===== src/packerPkg.sv =====
package packerPkg;

	// ==================================================
	// Sizes
	// ==================================================

	// Clusters per input block and per MAC operand block
	localparam int TRANSFER_SIZE = 4;
	localparam int CLUSTER_WIDTH = 16;

	// Count of selected clusters, 0 up to TRANSFER_SIZE
	localparam int COUNT_WIDTH = 3;

	// Residual occupancy, never reaches TRANSFER_SIZE
	localparam int RESIDUAL_WIDTH = 2;

	// ==================================================
	// Types
	// ==================================================

	typedef logic [CLUSTER_WIDTH-1:0] clusterT;
	typedef logic [COUNT_WIDTH-1:0] countT;
	typedef logic [RESIDUAL_WIDTH-1:0] residualCountT;

	// Sparse input block, lane 0 sits in the low bits
	typedef struct packed {
		clusterT [TRANSFER_SIZE-1:0] clusters;
		logic [TRANSFER_SIZE-1:0] selectMask;
	} transferBlockT;

	// Selected clusters packed from slot 0, unused slots are zero
	typedef struct packed {
		clusterT [TRANSFER_SIZE-1:0] clusters;
		countT numValid;
	} compactBlockT;

	// Dense operand block for the MAC array
	typedef clusterT [TRANSFER_SIZE-1:0] macBlockT;

endpackage


===== src/clusterCompactor.sv =====
`timescale 1ns/10ps

module clusterCompactor import packerPkg::*; (
	input logic clock,
	input logic rstN,

	// Sparse blocks from the operand fetch
	input transferBlockT inBlock,
	input logic inValid,
	output logic inReady,

	// Compacted blocks to the residual buffer
	output compactBlockT compBlock,
	output logic compValid,
	input logic compReady
);

	countT [TRANSFER_SIZE-1:0] laneCount;
	compactBlockT compacted;

	// ==================================================
	// Prefix counts of the select mask
	// ==================================================

	maskAccumulator maskAccum (
		.selectMask(inBlock.selectMask),
		.laneCount(laneCount)
	);

	// ==================================================
	// Priority select filter
	// ==================================================
	// Output slot k takes the lane where the running count first
	// reaches k+1. Lanes are scanned from the top down and the last
	// hit wins, which gives the lowest such lane priority.
	// That lane is always a selected one

	always_comb begin
		for (int slot = 0; slot < TRANSFER_SIZE; slot++) begin
			compacted.clusters[slot] = '0;
			for (int lane = TRANSFER_SIZE - 1; lane >= 0; lane--) begin
				if (laneCount[lane] == countT'(slot + 1)) begin
					compacted.clusters[slot] = inBlock.clusters[lane];
				end
			end
		end

		// Total selected clusters in this block
		compacted.numValid = laneCount[TRANSFER_SIZE-1];
	end

	// ==================================================
	// Stage register
	// ==================================================

	// Room when empty or when the downstream stage takes the item
	assign inReady = !compValid || compReady;

	always_ff @(posedge clock) begin
		if (!rstN) begin
			compValid <= 1'b0;
		end else if (inReady) begin
			compValid <= inValid;
		end
	end

	// Payload only moves on an accepted transfer
	always_ff @(posedge clock) begin
		if (inValid && inReady) begin
			compBlock <= compacted;
		end
	end

endmodule


===== src/maskAccumulator.sv =====
`timescale 1ns/10ps

module maskAccumulator import packerPkg::*; (
	input logic [TRANSFER_SIZE-1:0] selectMask,
	output countT [TRANSFER_SIZE-1:0] laneCount
);

	// ==================================================
	// Running count of set select bits
	// ==================================================
	// Lane i sees the bits of lanes 0 .. i, counted from the LSB upward.
	// A count that already hit TRANSFER_SIZE wraps to zero before the
	// next bit is added, so a longer mask splits into windows

	always_comb begin
		countT previous;
		countT operandA;
		countT operandB;

		previous = '0;
		for (int lane = 0; lane < TRANSFER_SIZE; lane++) begin
			operandA = previous;
			// Cap the running count at one full block
			if (previous == countT'(TRANSFER_SIZE)) begin
				operandA = '0;
			end
			operandB = countT'(selectMask[lane]);
			laneCount[lane] = operandA + operandB;
			previous = laneCount[lane];
		end
	end

endmodule


===== src/residualBuffer.sv =====
`timescale 1ns/10ps

module residualBuffer import packerPkg::*; (
	input logic clock,
	input logic rstN,

	// Compacted clusters from the first stage
	input compactBlockT compBlock,
	input logic compValid,
	output logic compReady,

	// Dense MAC operand blocks
	output macBlockT outBlock,
	output logic outValid,
	input logic outReady
);

	// Leftover clusters that did not fill a MAC block yet
	macBlockT residual;
	residualCountT residualSize;

	// Residual followed by the new clusters, two blocks wide
	clusterT [2*TRANSFER_SIZE-1:0] paddedResidual;
	clusterT [2*TRANSFER_SIZE-1:0] paddedComp;
	clusterT [2*TRANSFER_SIZE-1:0] concatenated;

	countT totalSize;
	logic blockFull;
	macBlockT nextResidual;
	residualCountT nextSize;
	logic compTransfer;

	// ==================================================
	// Buffer concatenation
	// ==================================================

	assign paddedResidual = {{(TRANSFER_SIZE * CLUSTER_WIDTH){1'b0}}, residual};
	assign paddedComp = {{(TRANSFER_SIZE * CLUSTER_WIDTH){1'b0}}, compBlock.clusters};

	// At most TRANSFER_SIZE-1 plus TRANSFER_SIZE, fits in a count
	assign totalSize = countT'(residualSize) + compBlock.numValid;

	always_comb begin
		for (int slot = 0; slot < 2 * TRANSFER_SIZE; slot++) begin
			if (slot < int'(residualSize)) begin
				concatenated[slot] = paddedResidual[slot];
			end else if (slot < int'(totalSize)) begin
				// New clusters start right after the residual ones
				concatenated[slot] = paddedComp[slot - int'(residualSize)];
			end else begin
				concatenated[slot] = '0;
			end
		end
	end

	// ==================================================
	// Residual update
	// ==================================================

	assign blockFull = totalSize >= countT'(TRANSFER_SIZE);

	// A full block leaves the upper half behind as the new residual
	assign nextResidual = blockFull ? concatenated[2*TRANSFER_SIZE-1:TRANSFER_SIZE]
		: concatenated[TRANSFER_SIZE-1:0];

	assign nextSize = blockFull ? residualCountT'(totalSize - countT'(TRANSFER_SIZE))
		: residualCountT'(totalSize);

	// ==================================================
	// Handshake and registers
	// ==================================================

	// Output register empty or being drained this cycle
	assign compReady = !outValid || outReady;
	assign compTransfer = compValid && compReady;

	always_ff @(posedge clock) begin
		if (!rstN) begin
			residualSize <= '0;
			outValid <= 1'b0;
		end else begin
			if (compReady) begin
				// Only a block-completing item produces an output
				outValid <= compValid && blockFull;
			end
			if (compTransfer) begin
				residualSize <= nextSize;
			end
		end
	end

	always_ff @(posedge clock) begin
		if (compTransfer) begin
			residual <= nextResidual;
			if (blockFull) begin
				outBlock <= concatenated[TRANSFER_SIZE-1:0];
			end
		end
	end

endmodule


===== src/sparseClusterPacker.sv =====
`timescale 1ns/10ps

module sparseClusterPacker import packerPkg::*; (
	input logic clock,
	input logic rstN,

	// Sparse input blocks with select masks
	input transferBlockT inBlock,
	input logic inValid,
	output logic inReady,

	// Dense MAC operand blocks
	output macBlockT outBlock,
	output logic outValid,
	input logic outReady
);

	// Between the two pipeline stages
	compactBlockT compBlock;
	logic compValid;
	logic compReady;

	// ==================================================
	// Stage 1, compaction
	// ==================================================

	clusterCompactor compactor (
		.clock(clock),
		.rstN(rstN),
		.inBlock(inBlock),
		.inValid(inValid),
		.inReady(inReady),
		.compBlock(compBlock),
		.compValid(compValid),
		.compReady(compReady)
	);

	// ==================================================
	// Stage 2, residual merge and MAC block output
	// ==================================================

	residualBuffer buffer (
		.clock(clock),
		.rstN(rstN),
		.compBlock(compBlock),
		.compValid(compValid),
		.compReady(compReady),
		.outBlock(outBlock),
		.outValid(outValid),
		.outReady(outReady)
	);

endmodule


===== config.mk =====
export PLATFORM = sky130hd
export DESIGN_NAME = sparseClusterPacker
export DESIGN_NICKNAME = d
export VERILOG_FILES = /design/src/packerPkg.sv /design/src/clusterCompactor.sv /design/src/maskAccumulator.sv /design/src/residualBuffer.sv /design/src/sparseClusterPacker.sv
export SDC_FILE = /design/constraint.sdc
export NUM_CORES = 1
export LEC_CHECK = 0
export BUFFER_PORTS_ARGS = -buffer_cell sky130_fd_sc_hd__buf_2
export CORE_AREA = 2 2 136 138
export DETAILED_ROUTE_END_ITERATION = 8
export DIE_AREA = 0 0 138 140
export PLACE_DENSITY = 0.79
export RECOVER_POWER = 25
export SETUP_SLACK_MARGIN = 0.5
export SYNTH_ARGS = -nofsm -noshare
export SYNTH_HDL_FRONTEND = slang
export SYNTH_HIERARCHICAL = 1
export SYNTH_SLANG_ARGS = --single-unit
export TNS_END_PERCENT = 50

===== constraint.sdc =====
create_clock -name clock -period 4.4 [get_ports clock]
set_input_delay 0.22 -clock clock [delete_from_list [all_inputs] [get_ports clock]]
set_output_delay 0.22 -clock clock [all_outputs]
set_load 0.05 [all_outputs]

Yosys cells after proc, flatten, opt, wreduce, memory -nomap -nowiden --
Index checks and enable logic that the tools add are counted.
Word-level totals: bits in registers 183, input bits 72, output and inout bits 66, word-level logic and storage cells 113
Cells by class: $add $sub $neg 12, order comparisons 18, equal/unequal tests 12, muxes and demuxes 48, reduce and logical (&&, ||, !) cells 8
Operators by type and width (number):
- 2-to-1 mux 16 bit | 37
- binary-select mux 16 bit (select 3 bit) | 7
- < comparator 32 x 5 -> 1 bit (second input constant) | 7
- 2-to-1 mux 48 bit | 1
- == test 3 x 2 -> 1 bit (second input constant) | 4
- subtractor 3 x 2 -> 4 bit (first input constant) | 3
- < comparator 3 bit (first input constant) | 3
- adder 3 x 1 -> 3 bit | 2
- == test 3 x 1 -> 1 bit (second input constant) | 2
- == test 3 bit (second input constant) | 2
- < comparator 1 x 3 -> 1 bit (first input constant) | 2
- < comparator 2 x 3 -> 1 bit (first input constant) | 2
- subtractor 1 x 2 -> 3 bit (first input constant) | 2
- subtractor 2 x 2 -> 3 bit (first input constant) | 2
- == test 2 bit (second input constant) | 2
- < comparator 1 x 2 -> 1 bit (first input constant) | 2
- 2-to-1 mux 2 bit | 2
- adder 2 x 3 -> 3 bit | 1
- == test 2 x 3 -> 1 bit (second input constant) | 1
- greater-or-equal comparator 3 bit (second input constant) | 1
- logical AND 1 bit | 3
- 2-to-1 mux 3 bit | 1
- adder 1 x 1 -> 2 bit | 1
- == test 2 x 1 -> 1 bit (second input constant) | 1
- other kinds (5) | 7

Longest topological paths before layout --
Gate-level depths: netlist (run 1).
word-level depth 12, mapped depth 10, gate-level depth less buffers 8

By module --
Netlist (run 1), hierarchy kept.
By module, submodules not included:
- residualBuffer | instances 1, cells an instance 425, area an instance 6147.1 um2
- clusterCompactor | instances 1, cells an instance 387, area an instance 3932.5 um2
- maskAccumulator | instances 1, cells an instance 13, area an instance 133.9 um2

Worst setup path after synthesis (run 1) --
Ideal clock, no wire load.
path kind register to register, start register compactor/compBlock[0] (netlist name), end register buffer/outBlock[0] in the netlist's numbering (enable), library setup time 429 ps, data arrival time 2953 ps, required time 3971 ps, path slack 1018 ps, cell stages (with the launch flop) 5, clock period less this slack 3382 ps, cell sequence edfxtp_1 ha_1 fa_1 xor2_2 and3_1
On the way: longest elaborated chain between the ends 3
Ends and longest elaborated chain:
- adder 2 x 3 -> 3 bit | line residualBuffer.sv:41 | assign totalSize = countT'(residualSize) + compBlock.numValid;
- greater-or-equal comparator 3 bit | line residualBuffer.sv:60 | assign blockFull = totalSize >= countT'(TRANSFER_SIZE);
- AND reduction 2 bit (no source line)
- to (signal assigned) | line residualBuffer.sv:96 | outBlock <= concatenated[TRANSFER_SIZE-1:0];
- to (decl) | line residualBuffer.sv:13 | output macBlockT outBlock,
Every way passes these cells. A chain may end at the register's enable or synchronous reset.

==> summary.md, run 1 <==
| Metric | Value |
|---|---|
| CTS Buf Count | `17` |
| Critical Path RT | `4.49 ns` |
| Largest area contributor in the netlist | `edfxtp_1` |
| DR iter-0 viols | `960` |
| Final period utilization | `0.738` |
| Synth warn | `6` |
| I/O Pins | `138` |
| Final Util | `0.644` |
| Post-Syn Instances | `825` |
| GRT overflow | `0` |
| Top-area cell type share of the netlist area | `0.526` |
| Hold path start | `inValid` |
| Drt first pass iters | `5` |
| Failing checks | `max-capacitance violations, max-slew violations` |
| Startpoint of the worst register-to-register path | `compactor/compBlock[0]` |
| Int Pwr | `3.47 mW` |
| GRT Total Usage | `0.280` |
| Drt wl/cell | `23.1 microns` |
| Post-CTS Setup Bufs | `0` |
| Remaining DRCs | `0` |
| # nets final | `about 1000` |
| Fillers | `around 1400` |
| First-pass GRT wire length | `42.2 mm` |
| Top Family by Delay on Critical Path | `compound AO/OA/AOI/OAI gates` |
| Total power | `5.06 mW` |
| Gpl congestion | `just over 0.9` |
| Critical setup path kind | `register to register` |
| Max Clk Rate | `308 MHz` |
| Netlist cell types | `48` |
| Worst path bufs/invs | `1` |
| Cell depth of the worst flop-to-flop path | `6` |
| Vias per std cell | `between 6 and 7` |
| Crit end category | `register` |
| Cts hold-fix bufs | `0` |
| Die height | `140 microns` |
| Fraction of power consumed by combinational cells | `0.251` |
| Setup violators final | `0` |
| Post-Place Worst Slack | `0.945 ns` |
| PortBufs | `around 140` |
| Switching share of power | `0.314` |
| Worst Slack Setup Final | `1.15 ns` |
| Vias in the first global route | `7244` |
| Mapped Area | `10200 sq um` |
| Max Slew Vio Count | `82` |
| Maximum buffer depth of the clock tree | `2` |
| Clock power frac | `0.305` |
| Hold path endpoint | `compactor/compValid` |
| Initial Utilization | `0.574` |
| Normalized max-slew margin | `-1.35` |
| Post-route cell area | `11500 sq um` |
| Highest-count cells in the layout ignoring fill and taps | `edfxtp_1 (179), nand2_1 (84), buf_2 (71)` |
| Worst skew pair latency | `0.45 ns` |
| Least-Margin Pin Slew | `3.51 ns` |
| Die X | `138 microns` |
| Mean Syn Cell Area | `12.4 sq um` |
| Root buf cell | `clkbuf_16` |
| Largest cells by area after synthesis | `edfxtp_1 (53%), mux4_2 (7.1%), a221oi_1 (5.5%)` |
| Yosys reg bits | `about 180` |
| Clock Sinks | `183` |
| R2r setup slk | `1.15 ns` |
| Initial antenna violation count | `0` |
| Hold Path Stages | `3` |
| Status | `finished with violations` |
| Register area | `5460 sq um` |
| CTS tree | `yes` |
| Full die area | `between 15000 and 20000 sq um` |
| Placed cell area | `11000 sq um` |
| TNS Setup | `0 ns` |
| Highest-delay cell along the critical path | `o21ai_1` |
| Clock Skew | `between 0.009 and 0.01 ns` |
| Post-DRT Antenna Nets | `0` |
| Sequential share of power | `0.445` |
| Static leakage | `3.86 nW` |
| Tmin final | `3.25 ns` |
| Top FF cell, synth | `edfxtp_1` |
| Final WL | `roughly 27 mm` |
| Final hold vios | `0` |
| Critical Path, Cell by Cell | `ha_1 > fa_1 > xor2_2 > buf_4 > o21ai_1 > o21ai_0` |
| Net Sw Power | `1.59 mW` |
| Hold Crit Class | `input pin to register` |
| Largest net degree at the start of global routing | `66` |
| Footprint of the multi-input gates | `about 4400 sq um` |
| Total core area | `approximately 18000 sq um` |
| # diodes | `0` |
| Number of flops mapped to enable cells by yosys | `179` |
| Total number of vias | `7961` |
| Rows | `49` |
| Asr flop ratio synth | `0` |
| Worst r2r dst | `buffer/outBlock[27]` |
| Maximum vdd drop | `approximately 270 uV` |
| Sequential element share of the synthesized area | `0.534` |
| CP arrival | `3.34 ns` |
| Clock slew at reported path FFs | `around 0.070 ns` |
| Maximum Capacitance Violations | `1` |
| Worst Setup Start Kind | `register` |
| Htree depth | `4` |
| Critical Path Max Stage Delay | `0.89 ns` |
| PostCTS Resize Cnt | `0` |
| Area delta synth->final | `12.2%` |
| RSZ-0062 raised after global routing | `false` |
| Dpl hpwl | `18.7 mm` |
| Cell Pwr Density | `between 400 and 500 nW/um^2` |
| Crit Path Max Fanout | `36` |
| Commonest non-fill, non-tap cell in the layout | `edfxtp_1` |
| Share of cells above drive strength 1 | `0.202` |
Yosys cell counts, types with 3 or more instances:
cell type	number
a211oi_1	16
nand3b_1	3
nor3b_2	5
ha_1	8
a22o_1	32
nor4b_4	3
buf_4	8
and2_1	5
mux2i_1	16
nor2_1	50
buf_6	3
edfxtp_1	179
a32o_1	16
a21o_1	16
mux4_2	32
nand3_1	18
inv_1	3
clkbuf_1	40
dfxtp_1	4
o221ai_1	16
and3b_1	3
nor2b_1	16
o21ai_0	70
buf_2	23
and3_1	3
o21ai_1	12
o31ai_1	32
buf_1	4
a221oi_1	64
nand2_1	84
mux2_2	16
worst register-to-register path, delay by kind of cell (launching register included):
kind                       cells  cell delay (ns)
adders and majority gates      2             0.74
DFF                            1             0.39
AOI/OAI and AO/OA              2             1.33
buffers and inverters          1             0.25
xor gates and xnor gates       1             0.18
sequential cells by signal, indices dropped and copies added, names as in the netlist:
register / cells
buffer/residualSize: 2
buffer/outValid: 1
compactor/compBlock: 67
buffer/outBlock: 64
compactor/compValid: 1
buffer/paddedResidual: 48
how the worst max path moves through the flow:
stage	from	to	slack, ns	depth (start not counted)
5_1_grt	inBlock[0]	compactor/compBlock[55]	0.99	8
6_report	compactor/compBlock[0]	buffer/outBlock[27]	1.15	6
4_1_cts	compactor/compBlock[0]	buffer/outBlock[27]	1.15	6
2_1_floorplan	compactor/compBlock[0]	buffer/outBlock[0]	1.02	4
3_5_place_dp	inBlock[0]	compactor/compBlock[58]	0.94	8
3_3_place_gp	inBlock[0]	compactor/compBlock[65]	1.07	8
metal layers:
metal	up-vias	part of all wire	wire length (microns)	global-route usage
met5	-	0	0	0
met2	643	0.43	11500	0.394
li1	3534	-	-	-
met1	3742	0.42	11200	0.428
met4	0	0.027	728	0.111
met3	42	0.13	3420	0.0568
power groups by stage:
stage | logic, mW | registers (mW) | clock network [mW]
after CTS | 1.25 | 2.24 | 1.55
after detailed placement | 1.23 | 2.28 | 0
after global routing | 1.35 | 2.27 | 1.62
final | 1.27 | 2.25 | 1.54
after global placement | 1.21 | 2.27 | 0
after floorplan | 0.799 | 2.37 | 0
per-stage QoR:
step | cells | hold WS, ns
4_1_cts | 1162 | 0.0147
6_report | 1162 | 0.0302
3_5_place_dp | 1130 | 0.481
2_1_floorplan | 827 | 0.338
3_3_place_gp | 1130 | 0.472
5_1_grt | 1162 | 0.0311
logic make-up (layout without fill, tap and decap cells):
family	Yosys count	count (layout)	share of synthesized area
buffers and inverters	81	187	0.0377
DFF	183	183	0.534
xor gates and xnor gates	3	3	0.00515
adders and majority gates	10	10	0.0137
muxes	66	66	0.107
other	1	3	0.000367
AOI/OAI and AO/OA	284	284	0.206
and+or+nand+nor	197	197	0.0960
area by class of cell:
class | instances | area share
Clock inverter | 15 | 0.0146
Inverter | 3 | 0.000983
Clock buffer | 17 | 0.0371
Multi-Input combinational cell | 563 | 0.384
Tap cell | 229 | 0.0250
Sequential cell | 183 | 0.476
Timing Repair Buffer | 152 | 0.0621
No activity file was read; power rests on OpenSTA's default activity.
==> run 2: changes to the inputs <==
ABC_AREA = 1   (was unset)
CORE_AREA = 2 2 143 145   (was 2 2 136 138)
DIE_AREA = 0 0 145 147   (was 0 0 138 140)
PLACE_DENSITY = 0.81   (was 0.79)
clock period = 3.2 ns   (was 4.4 ns; I/O delays follow)
==> run 2 against run 1 <==
Compared with the run above:
- utilization increased by 0.71 points
- count of clock-buffer cells in the layout stayed put
- clock power grew 36%
- critical endpoint is now compactor/compBlock[22]
- via count up 37%
- the flow still finishes with violations (max-capacitance violations, max-slew violations)
- combinational power up 57%
- global-route usage increased by 1.9 points
- power rose by 42%
- first-iteration DRC count increased by 26%
==> summary.md, run 2 <==
| Metric | Value |
|---|---|
| Max Clk Rate | `394 MHz` |
| Total number of vias | `10900 (+37%)` |
| Vias in the first global route | `9620 (+33%)` |
| Netlist cell types | `33 (-31%)` |
| Tmin final | `2.54 ns` |
| Remaining DRCs | `0 (unchanged)` |
| Commonest non-fill, non-tap cell in the layout | `nand2_1` |
| # nets final | `1765 (+76%)` |
| Synth warn | `6 (unchanged)` |
| Status | `finished with violations` |
| Crit Path Max Fanout | `16 (-56%)` |
| Yosys reg bits | `183 (unchanged)` |
| Critical Path RT | `3.52 ns (-0.97 ns)` |
| CTS Buf Count | `17 (unchanged)` |
| Register area | `5460 sq um (about the same)` |
| Clock Skew | `0.0137 ns (+0.00458 ns)` |
| Worst r2r dst | `buffer/paddedResidual[39]` |
| Maximum Capacitance Violations | `1 (unchanged)` |
| Maximum vdd drop | `379 uV (+41%)` |
| Hold Crit Class | `input pin to register` |
| PostCTS Resize Cnt | `0 (unchanged)` |
| Met3 Track Usage GR | `0.0609 (+0.00412)` |
| Drt wl/cell | `16.2 microns (-30%)` |
| Placed cells | `1933 (+71%)` |
| Critical setup path kind | `input pin to register` |
| R2r setup slk | `0.70 ns (-0.45 ns)` |
| Initial Utilization | `0.591 (+0.0168)` |
| Cell Pwr Density | `556 nW/um^2 (+26%)` |
| Worst skew pair latency | `0.44 ns (about the same)` |
| Worst Setup Start Kind | `input pin` |
| Startpoint of the worst register-to-register path | `compactor/compBlock[0]` |
| TNS Setup | `0 ns (unchanged)` |
| Largest net degree at the start of global routing | `99 (+50%)` |
| Hold path start | `outReady` |
| Least-Margin Pin Slew | `1.69 ns (-1.82 ns)` |
| Final hold vios | `0 (unchanged)` |
| Asr flop ratio synth | `0 (unchanged)` |
| Sequential element share of the synthesized area | `0.465 (-0.0691)` |
| Failing checks | `max-capacitance violations, max-slew violations` |
| Final period utilization | `0.794` |
| Max FFs per register | `67 (unchanged)` |
| Post-DRT Antenna Nets | `0 (unchanged)` |
| Largest cells by area after synthesis | `edfxtp_1 (46%), nand2_1 (24%), nand3_1 (9.0%)` |
| Mapped Area | `11700 sq um (+15%)` |
| Max Slew Vio Count | `68 (-17%)` |
| Critical Path Max Stage Delay | `0.92 ns (+0.03 ns)` |
| Post-route cell area | `12900 sq um (+13%)` |
| PortBufs | `137 (unchanged)` |
| Highest-count cells in the layout ignoring fill and taps | `nand2_1 (748), nand3_1 (212), edfxtp_1 (179)` |
| Post-Syn Instances | `1600 (+94%)` |
| Top Family by Delay on Critical Path | `simple AND/OR/NAND/NOR gates` |
| CTS tree | `yes` |
| Footprint of the multi-input gates | `5190 sq um (+18%)` |
| Register with the most flip-flops | `compactor/compBlock` |
| Normalized max-slew margin | `-0.127 (+1.22)` |
| Htree depth | `4 (unchanged)` |
| Static leakage | `6.11 nW (+58%)` |
| I/O Pins | `138 (unchanged)` |
| Clock slew at reported path FFs | `0.08 ns (about the same)` |
| Most frequent CP cell | `nand2_1` |
| Dpl hpwl | `22.4 mm (+20%)` |
| Clock Sinks | `183 (unchanged)` |
| Initial antenna violation count | `0 (unchanged)` |
| CP endpoint | `compactor/compBlock[22]` |
| Synth top cells by count | `nand2_1 (748), nand3_1 (212), edfxtp_1 (179)` |
| RSZ-0062 raised after global routing | `false` |
| Die height | `147 microns (+5.0%)` |
| Top-area cell type share of the netlist area | `0.458 (-0.0681)` |
| Placed cell area | `12400 sq um (+13%)` |
| GR peak layer | `met1` |
| DR iter-0 viols | `1214 (+26%)` |
| Mean Syn Cell Area | `7.33 sq um (-41%)` |
| GR Util met1 | `0.447 (+0.0187)` |
| Met2 Use GR | `0.440 (+0.0450)` |
| Worst path bufs/invs | `2 (+1)` |
| Area delta synth->final | `10.2%` |
| Full die area | `21300 sq um (+10%)` |
| Maximum buffer depth of the clock tree | `2 (unchanged)` |
| GRT Total Usage | `0.299 (+0.0188)` |
| Post-CTS Setup Bufs | `0 (unchanged)` |
| Rows | `52 (+6.1%)` |
| Share of cells above drive strength 1 | `0.0991 (-0.102)` |
| Total power | `7.19 mW (+42%)` |
| First-pass GRT wire length | `51.2 mm (+21%)` |
| Cts hold-fix bufs | `1 (+1)` |
| Final WL | `31.8 mm (+19%)` |
| Critical Path, Cell by Cell | `clkbuf_1 > fa_1 > ha_1 > ha_1 > inv_1 > nand3_1 > nand2_1 > nor3_2 > nand3_1 > nand2_1 > nand2_1 > nand2_1` |
| Total core area | `19800 sq um (+12%)` |
| Fillers | `1740 (+24%)` |
| Largest area contributor in the netlist | `edfxtp_1` |
| Number of flops mapped to enable cells by yosys | `179 (unchanged)` |
| Root buf cell | `clkbuf_16` |
| Non-filler cells, final | `1966 (+69%)` |
| Gpl congestion | `0.939 (+1.4%)` |
| Top FF cell, synth | `edfxtp_1` |
| Vias per std cell | `5.55 (-19%)` |
| WP depth | `12 (+6)` |
| Setup violators final | `0 (unchanged)` |
| Cell depth of the worst flop-to-flop path | `10 (+4)` |
| # diodes | `0 (unchanged)` |
| Die X | `145 microns (+5.1%)` |
| CP arrival | `2.86 ns (-0.48 ns)` |
| Worst setup path start | `inBlock[0]` |
| Crit end category | `register` |
| Highest-delay cell along the critical path | `nor3_2` |
| GRT overflow | `0 (unchanged)` |
| Drt first pass iters | `6 (+1)` |
| Count leader, synth | `nand2_1` |
-- run 2: cell count changes after synthesis, moves of 19 or more --
cell / before / now
o31ai_1: 32 / 0
a21oi_1: 2 / 51
inv_1: 3 / 150
a221oi_1: 64 / 0
nand3_1: 18 / 212
a22o_1: 32 / 0
mux4_2: 32 / 0
o21ai_0: 70 / 51
nand2_1: 84 / 748
buf_2: 23 / 43
-- run 2: cell type report --
class / instances / share of cell area
Timing Repair Buffer: 158 / 0.0595
Clock inverter: 15 / 0.0125
Sequential cell: 183 / 0.422
Multi-Input combinational cell: 1168 / 0.402
Clock buffer: 17 / 0.0329
Inverter: 155 / 0.0452
Tap cell: 270 / 0.0261
-- run 2: logic make-up after synthesis --
group,Yosys count,synth area share
AND/OR/NAND/NOR,1033,0.369
buffers and inverters,251,0.0950
flip-flops,183,0.465
AO/OA/AOI/OAI,122,0.0589
adder cells (fa/ha/maj),10,0.0119
other,1,0.000320
-- run 2: worst min path at each step --
stage | endpoint | depth (start not counted) | slack (ns)
after global placement | buffer/residualSize[0] | 3 | 0.44
after global routing | compactor/compBlock[17] | 3 | 0.07
after floorplan | buffer/residualSize[0] | 2 | 0.30
final | buffer/outValid | 4 | 0.04
after detailed placement | buffer/residualSize[0] | 3 | 0.44
after CTS | buffer/outValid | 4 | 0.02
-- run 2: worst register-to-register path, cell delays in order, from the launching register on --
cell and delay [ns]:
edfxtp_1 0.39, ha_1 0.21, fa_1 0.50, inv_2 0.10
nand2_4 0.07, nand2_8 0.27, nand2_2 0.12, nand2_4 0.28
o21ai_2 0.17, nand2_1 0.08, nand2_1 0.06
-- run 2: metrics by stage --
stage	utilization	hold slack [ns]	setup slack [ns]
floorplan	-	0.298	0.414
global placement	0.626	0.437	0.393
detailed placement	0.626	0.442	0.224
CTS	0.656	0.0225	0.692
global route	0.652	0.0659	0.463
finish	0.652	0.0370	0.659
-- run 2: per-layer routing --
| metal | wire (microns) | part of all wire | vias up |
|---|---|---|---|
| met1 | 13400 | 0.42 | 4799 |
| met5 | 0 | 0 | - |
| li1 | - | - | 5314 |
| met2 | 13900 | 0.44 | 751 |
| met4 | 576 | 0.018 | 0 |
| met3 | 3980 | 0.13 | 57 |
-- run 2: power by group --
| group | switching (mW) | internal [mW] | leakage, nW |
|---|---|---|---|
| combinational | 1.48 | 0.517 | 4.07 |
| sequential | 0.108 | 2.98 | 1.76 |
| clock | 0.995 | 1.11 | 0.280 |
| total | 2.58 | 4.60 | 6.11 |
==> run 3: changes to the inputs <==
ABC_AREA = 0   (was 1)
CORE_AREA = 2 2 142 144   (was 2 2 143 145)
DIE_AREA = 0 0 144 146   (was 0 0 145 147)
PLACE_DENSITY = 0.77   (was 0.81)
clock period = 2.17 ns   (was 3.2 ns; I/O delays follow)
==> run 3 against run 2 <==
Compared with the run above:
- register-to-register slack lost 0.70 ns
- critical endpoint is now compactor/compBlock[19]
- clock power increased by 49%
- cell count down 35%
- largest power group unchanged
- combinational power increased by 93%
- hold slack worse by 0.021 ns
- clock skew fell by 0.0049 ns
- the flow finishes with violations (max-slew violations, negative setup slack)
- sequential power up 48%
==> summary.md, run 3 (synthesized netlist as in run 1, its figures left out) <==
| Metric | Value |
|---|---|
| Total number of vias | `8879 (-19%)` |
| Max Slew Vio Count | `33 (-51%)` |
| CTS tree | `yes` |
| Vias per std cell | `6.96 (+25%)` |
| Share of cells above drive strength 1 | `0.371 (+0.272)` |
| Drt wl/cell | `24.9 microns (+54%)` |
| Critical Path RT | `2.41 ns (-1.11 ns)` |
| Hold WS | `0.0163 ns (-0.0206 ns)` |
| Post-route cell area | `13600 sq um (+5.2%)` |
| Highest-delay cell along the critical path | `fa_2` |
| GRT Total Usage | `0.273 (-0.0260)` |
| Worst Setup Start Kind | `input pin` |
| Least-Margin Pin Slew | `4.67 ns (+2.98 ns)` |
| Tmin final | `2.24 ns` |
| Area delta synth->final | `33.2%` |
| Final Util | `0.704 (+0.0522)` |
| # nets final | `1080 (-39%)` |
| Htree depth | `4 (unchanged)` |
| Drt first pass iters | `8 (+2)` |
| Placed cell area | `11600 sq um (-6.7%)` |
| Remaining DRCs | `0 (unchanged)` |
| Post-DRT Antenna Nets | `0 (unchanged)` |
| # diodes | `0 (unchanged)` |
| Clock slew at reported path FFs | `0.07 ns (about the same)` |
| Hold Crit Class | `input pin to register` |
| Initial antenna violation count | `1 (+1)` |
| First-pass GRT wire length | `43.6 mm (-15%)` |
| CP arrival | `2.48 ns (-0.38 ns)` |
| Die height | `146 microns (-0.68%)` |
| Critical setup path kind | `input pin to register` |
| Initial Utilization | `0.528 (-0.0630)` |
| Setup violators final | `2 (+2)` |
| Crit end category | `register` |
| Clock Skew | `0.00879 ns (-0.00491 ns)` |
| CTS Buf Count | `17 (unchanged)` |
| Die X | `144 microns (-0.69%)` |
| Placed cells | `1209 (-37%)` |
| GRT overflow | `0 (unchanged)` |
| Register with the most flip-flops | `compactor/compBlock` |
| RSZ-0062 raised after global routing | `true` |
| Fillers | `1234 (-29%)` |
| Critical Path, Cell by Cell | `buf_8 > fa_2 > ha_1 > ha_4 > xnor2_4 > buf_6 > nor4b_4 > buf_12 > a221oi_1 > o31ai_1` |
| PortBufs | `137 (unchanged)` |
| Register area | `5460 sq um (+0.11%)` |
| Footprint of the multi-input gates | `5500 sq um (+6.0%)` |
| Status | `finished with violations` |
| Final WL | `31.8 mm (about the same)` |
| Cell Pwr Density | `849 nW/um^2 (+53%)` |
| Clock Sinks | `183 (unchanged)` |
| Vias in the first global route | `7458 (-22%)` |
| Highest-count cells in the layout ignoring fill and taps | `edfxtp_1 (179), nand2_1 (84), buf_2 (69)` |
| Final hold vios | `0 (unchanged)` |
| Worst Slack Setup Final | `-0.0730 ns (-0.732 ns)` |
| Failing checks | `max-slew violations, negative setup slack` |
| Total core area | `19300 sq um (-2.6%)` |
| Root buf cell | `clkbuf_16` |
| Dpl hpwl | `19.1 mm (-15%)` |
| Total power | `11.6 mW (+61%)` |
| DR iter-0 viols | `1499 (+23%)` |
| Worst skew pair latency | `0.44 ns (about the same)` |
| Maximum Capacitance Violations | `0 (-1)` |
| Commonest non-fill, non-tap cell in the layout | `edfxtp_1` |
| Maximum buffer depth of the clock tree | `2 (unchanged)` |
| Static leakage | `4.66 nW (-24%)` |
| Largest net degree at the start of global routing | `61 (-38%)` |
| Critical Path Max Stage Delay | `0.49 ns (-0.43 ns)` |
| Normalized max-slew margin | `-2.12 (-1.99)` |
| Rows | `51 (-1.9%)` |
| Maximum vdd drop | `614 uV (+62%)` |
| Gpl congestion | `0.922 (-1.8%)` |
| Full die area | `21000 sq um (-1.4%)` |
| I/O Pins | `138 (unchanged)` |
| Non-filler cells, final | `1275 (-35%)` |
| Final period utilization | `1.03` |
| Max FFs per register | `67 (unchanged)` |
| Crit Path Max Fanout | `16 (unchanged)` |
| Max Clk Rate | `446 MHz` |
run 3: area by class of cell:
cell class,instances,share of cell area
repair buffers,229,0.125
multi-input cells,564,0.404
clock buffers,17,0.0313
well taps,265,0.0244
flip-flops and latches,183,0.402
clock inverters,14,0.0117
inverters,3,0.00129
run 3: critical path: cells and delay by family:
| kind | cells | cell delay [ns] |
|---|---|---|
| buffers and inverters | 3 | 0.48 |
| xor gates and xnor gates | 1 | 0.16 |
| AOI/OAI and AO/OA | 2 | 0.50 |
| and+or+nand+nor | 1 | 0.31 |
| adders and majority gates | 3 | 0.92 |
run 3: layer usage:
metal / GRT usage / vias to the layer above / share of wire
met5: 0 / - / 0.00038
met4: 0.0745 / 2 / 0.045
met3: 0.0655 / 140 / 0.13
met2: 0.399 / 841 / 0.44
met1: 0.409 / 4205 / 0.38
li1: - / 3691 / -
run 3: final timing paths:
kind | from | to | slack [ns] | cells past startpoint
worst max-delay path | inBlock[1] | compactor/compBlock[19] | -0.07 | 10
worst min-delay path | inBlock[15] | compactor/compBlock[14] | 0.02 | 3
worst max register to register | compactor/compBlock[0] | buffer/paddedResidual[8] | 0 | 7
worst min register to register | buffer/paddedResidual[25] | buffer/outBlock[25] | 0.59 | 2
run 3: report_power, final:
group | total [mW] | switching (mW) | internal [mW]
logic | 3.86 | 2.20 | 1.67
registers | 4.57 | 0.194 | 4.38
clock network | 3.12 | 1.33 | 1.79
run 3: per-stage QoR:
step	TNS, ns	worst slack [ns]
4_1_cts	0	0.000187
2_1_floorplan	-10.09	-0.0994
3_5_place_dp	-20.27	-0.360
6_report	-0.0737	-0.0730
5_1_grt	-1.36	-0.103
3_3_place_gp	-15.30	-0.305
run 3: timing repair:
| action | CTS | global route |
|---|---|---|
| hold buffers | 5 | 0 |
| endpoints found under the hold margin | 7 | 0 |
| endpoints found under the setup margin | 240 | 303 |
| gates cloned | 3 | 5 |
| resized for setup | 23 | 207 |
| setup buffers | 7 | 15 |
| pin swaps | 20 | 112 |
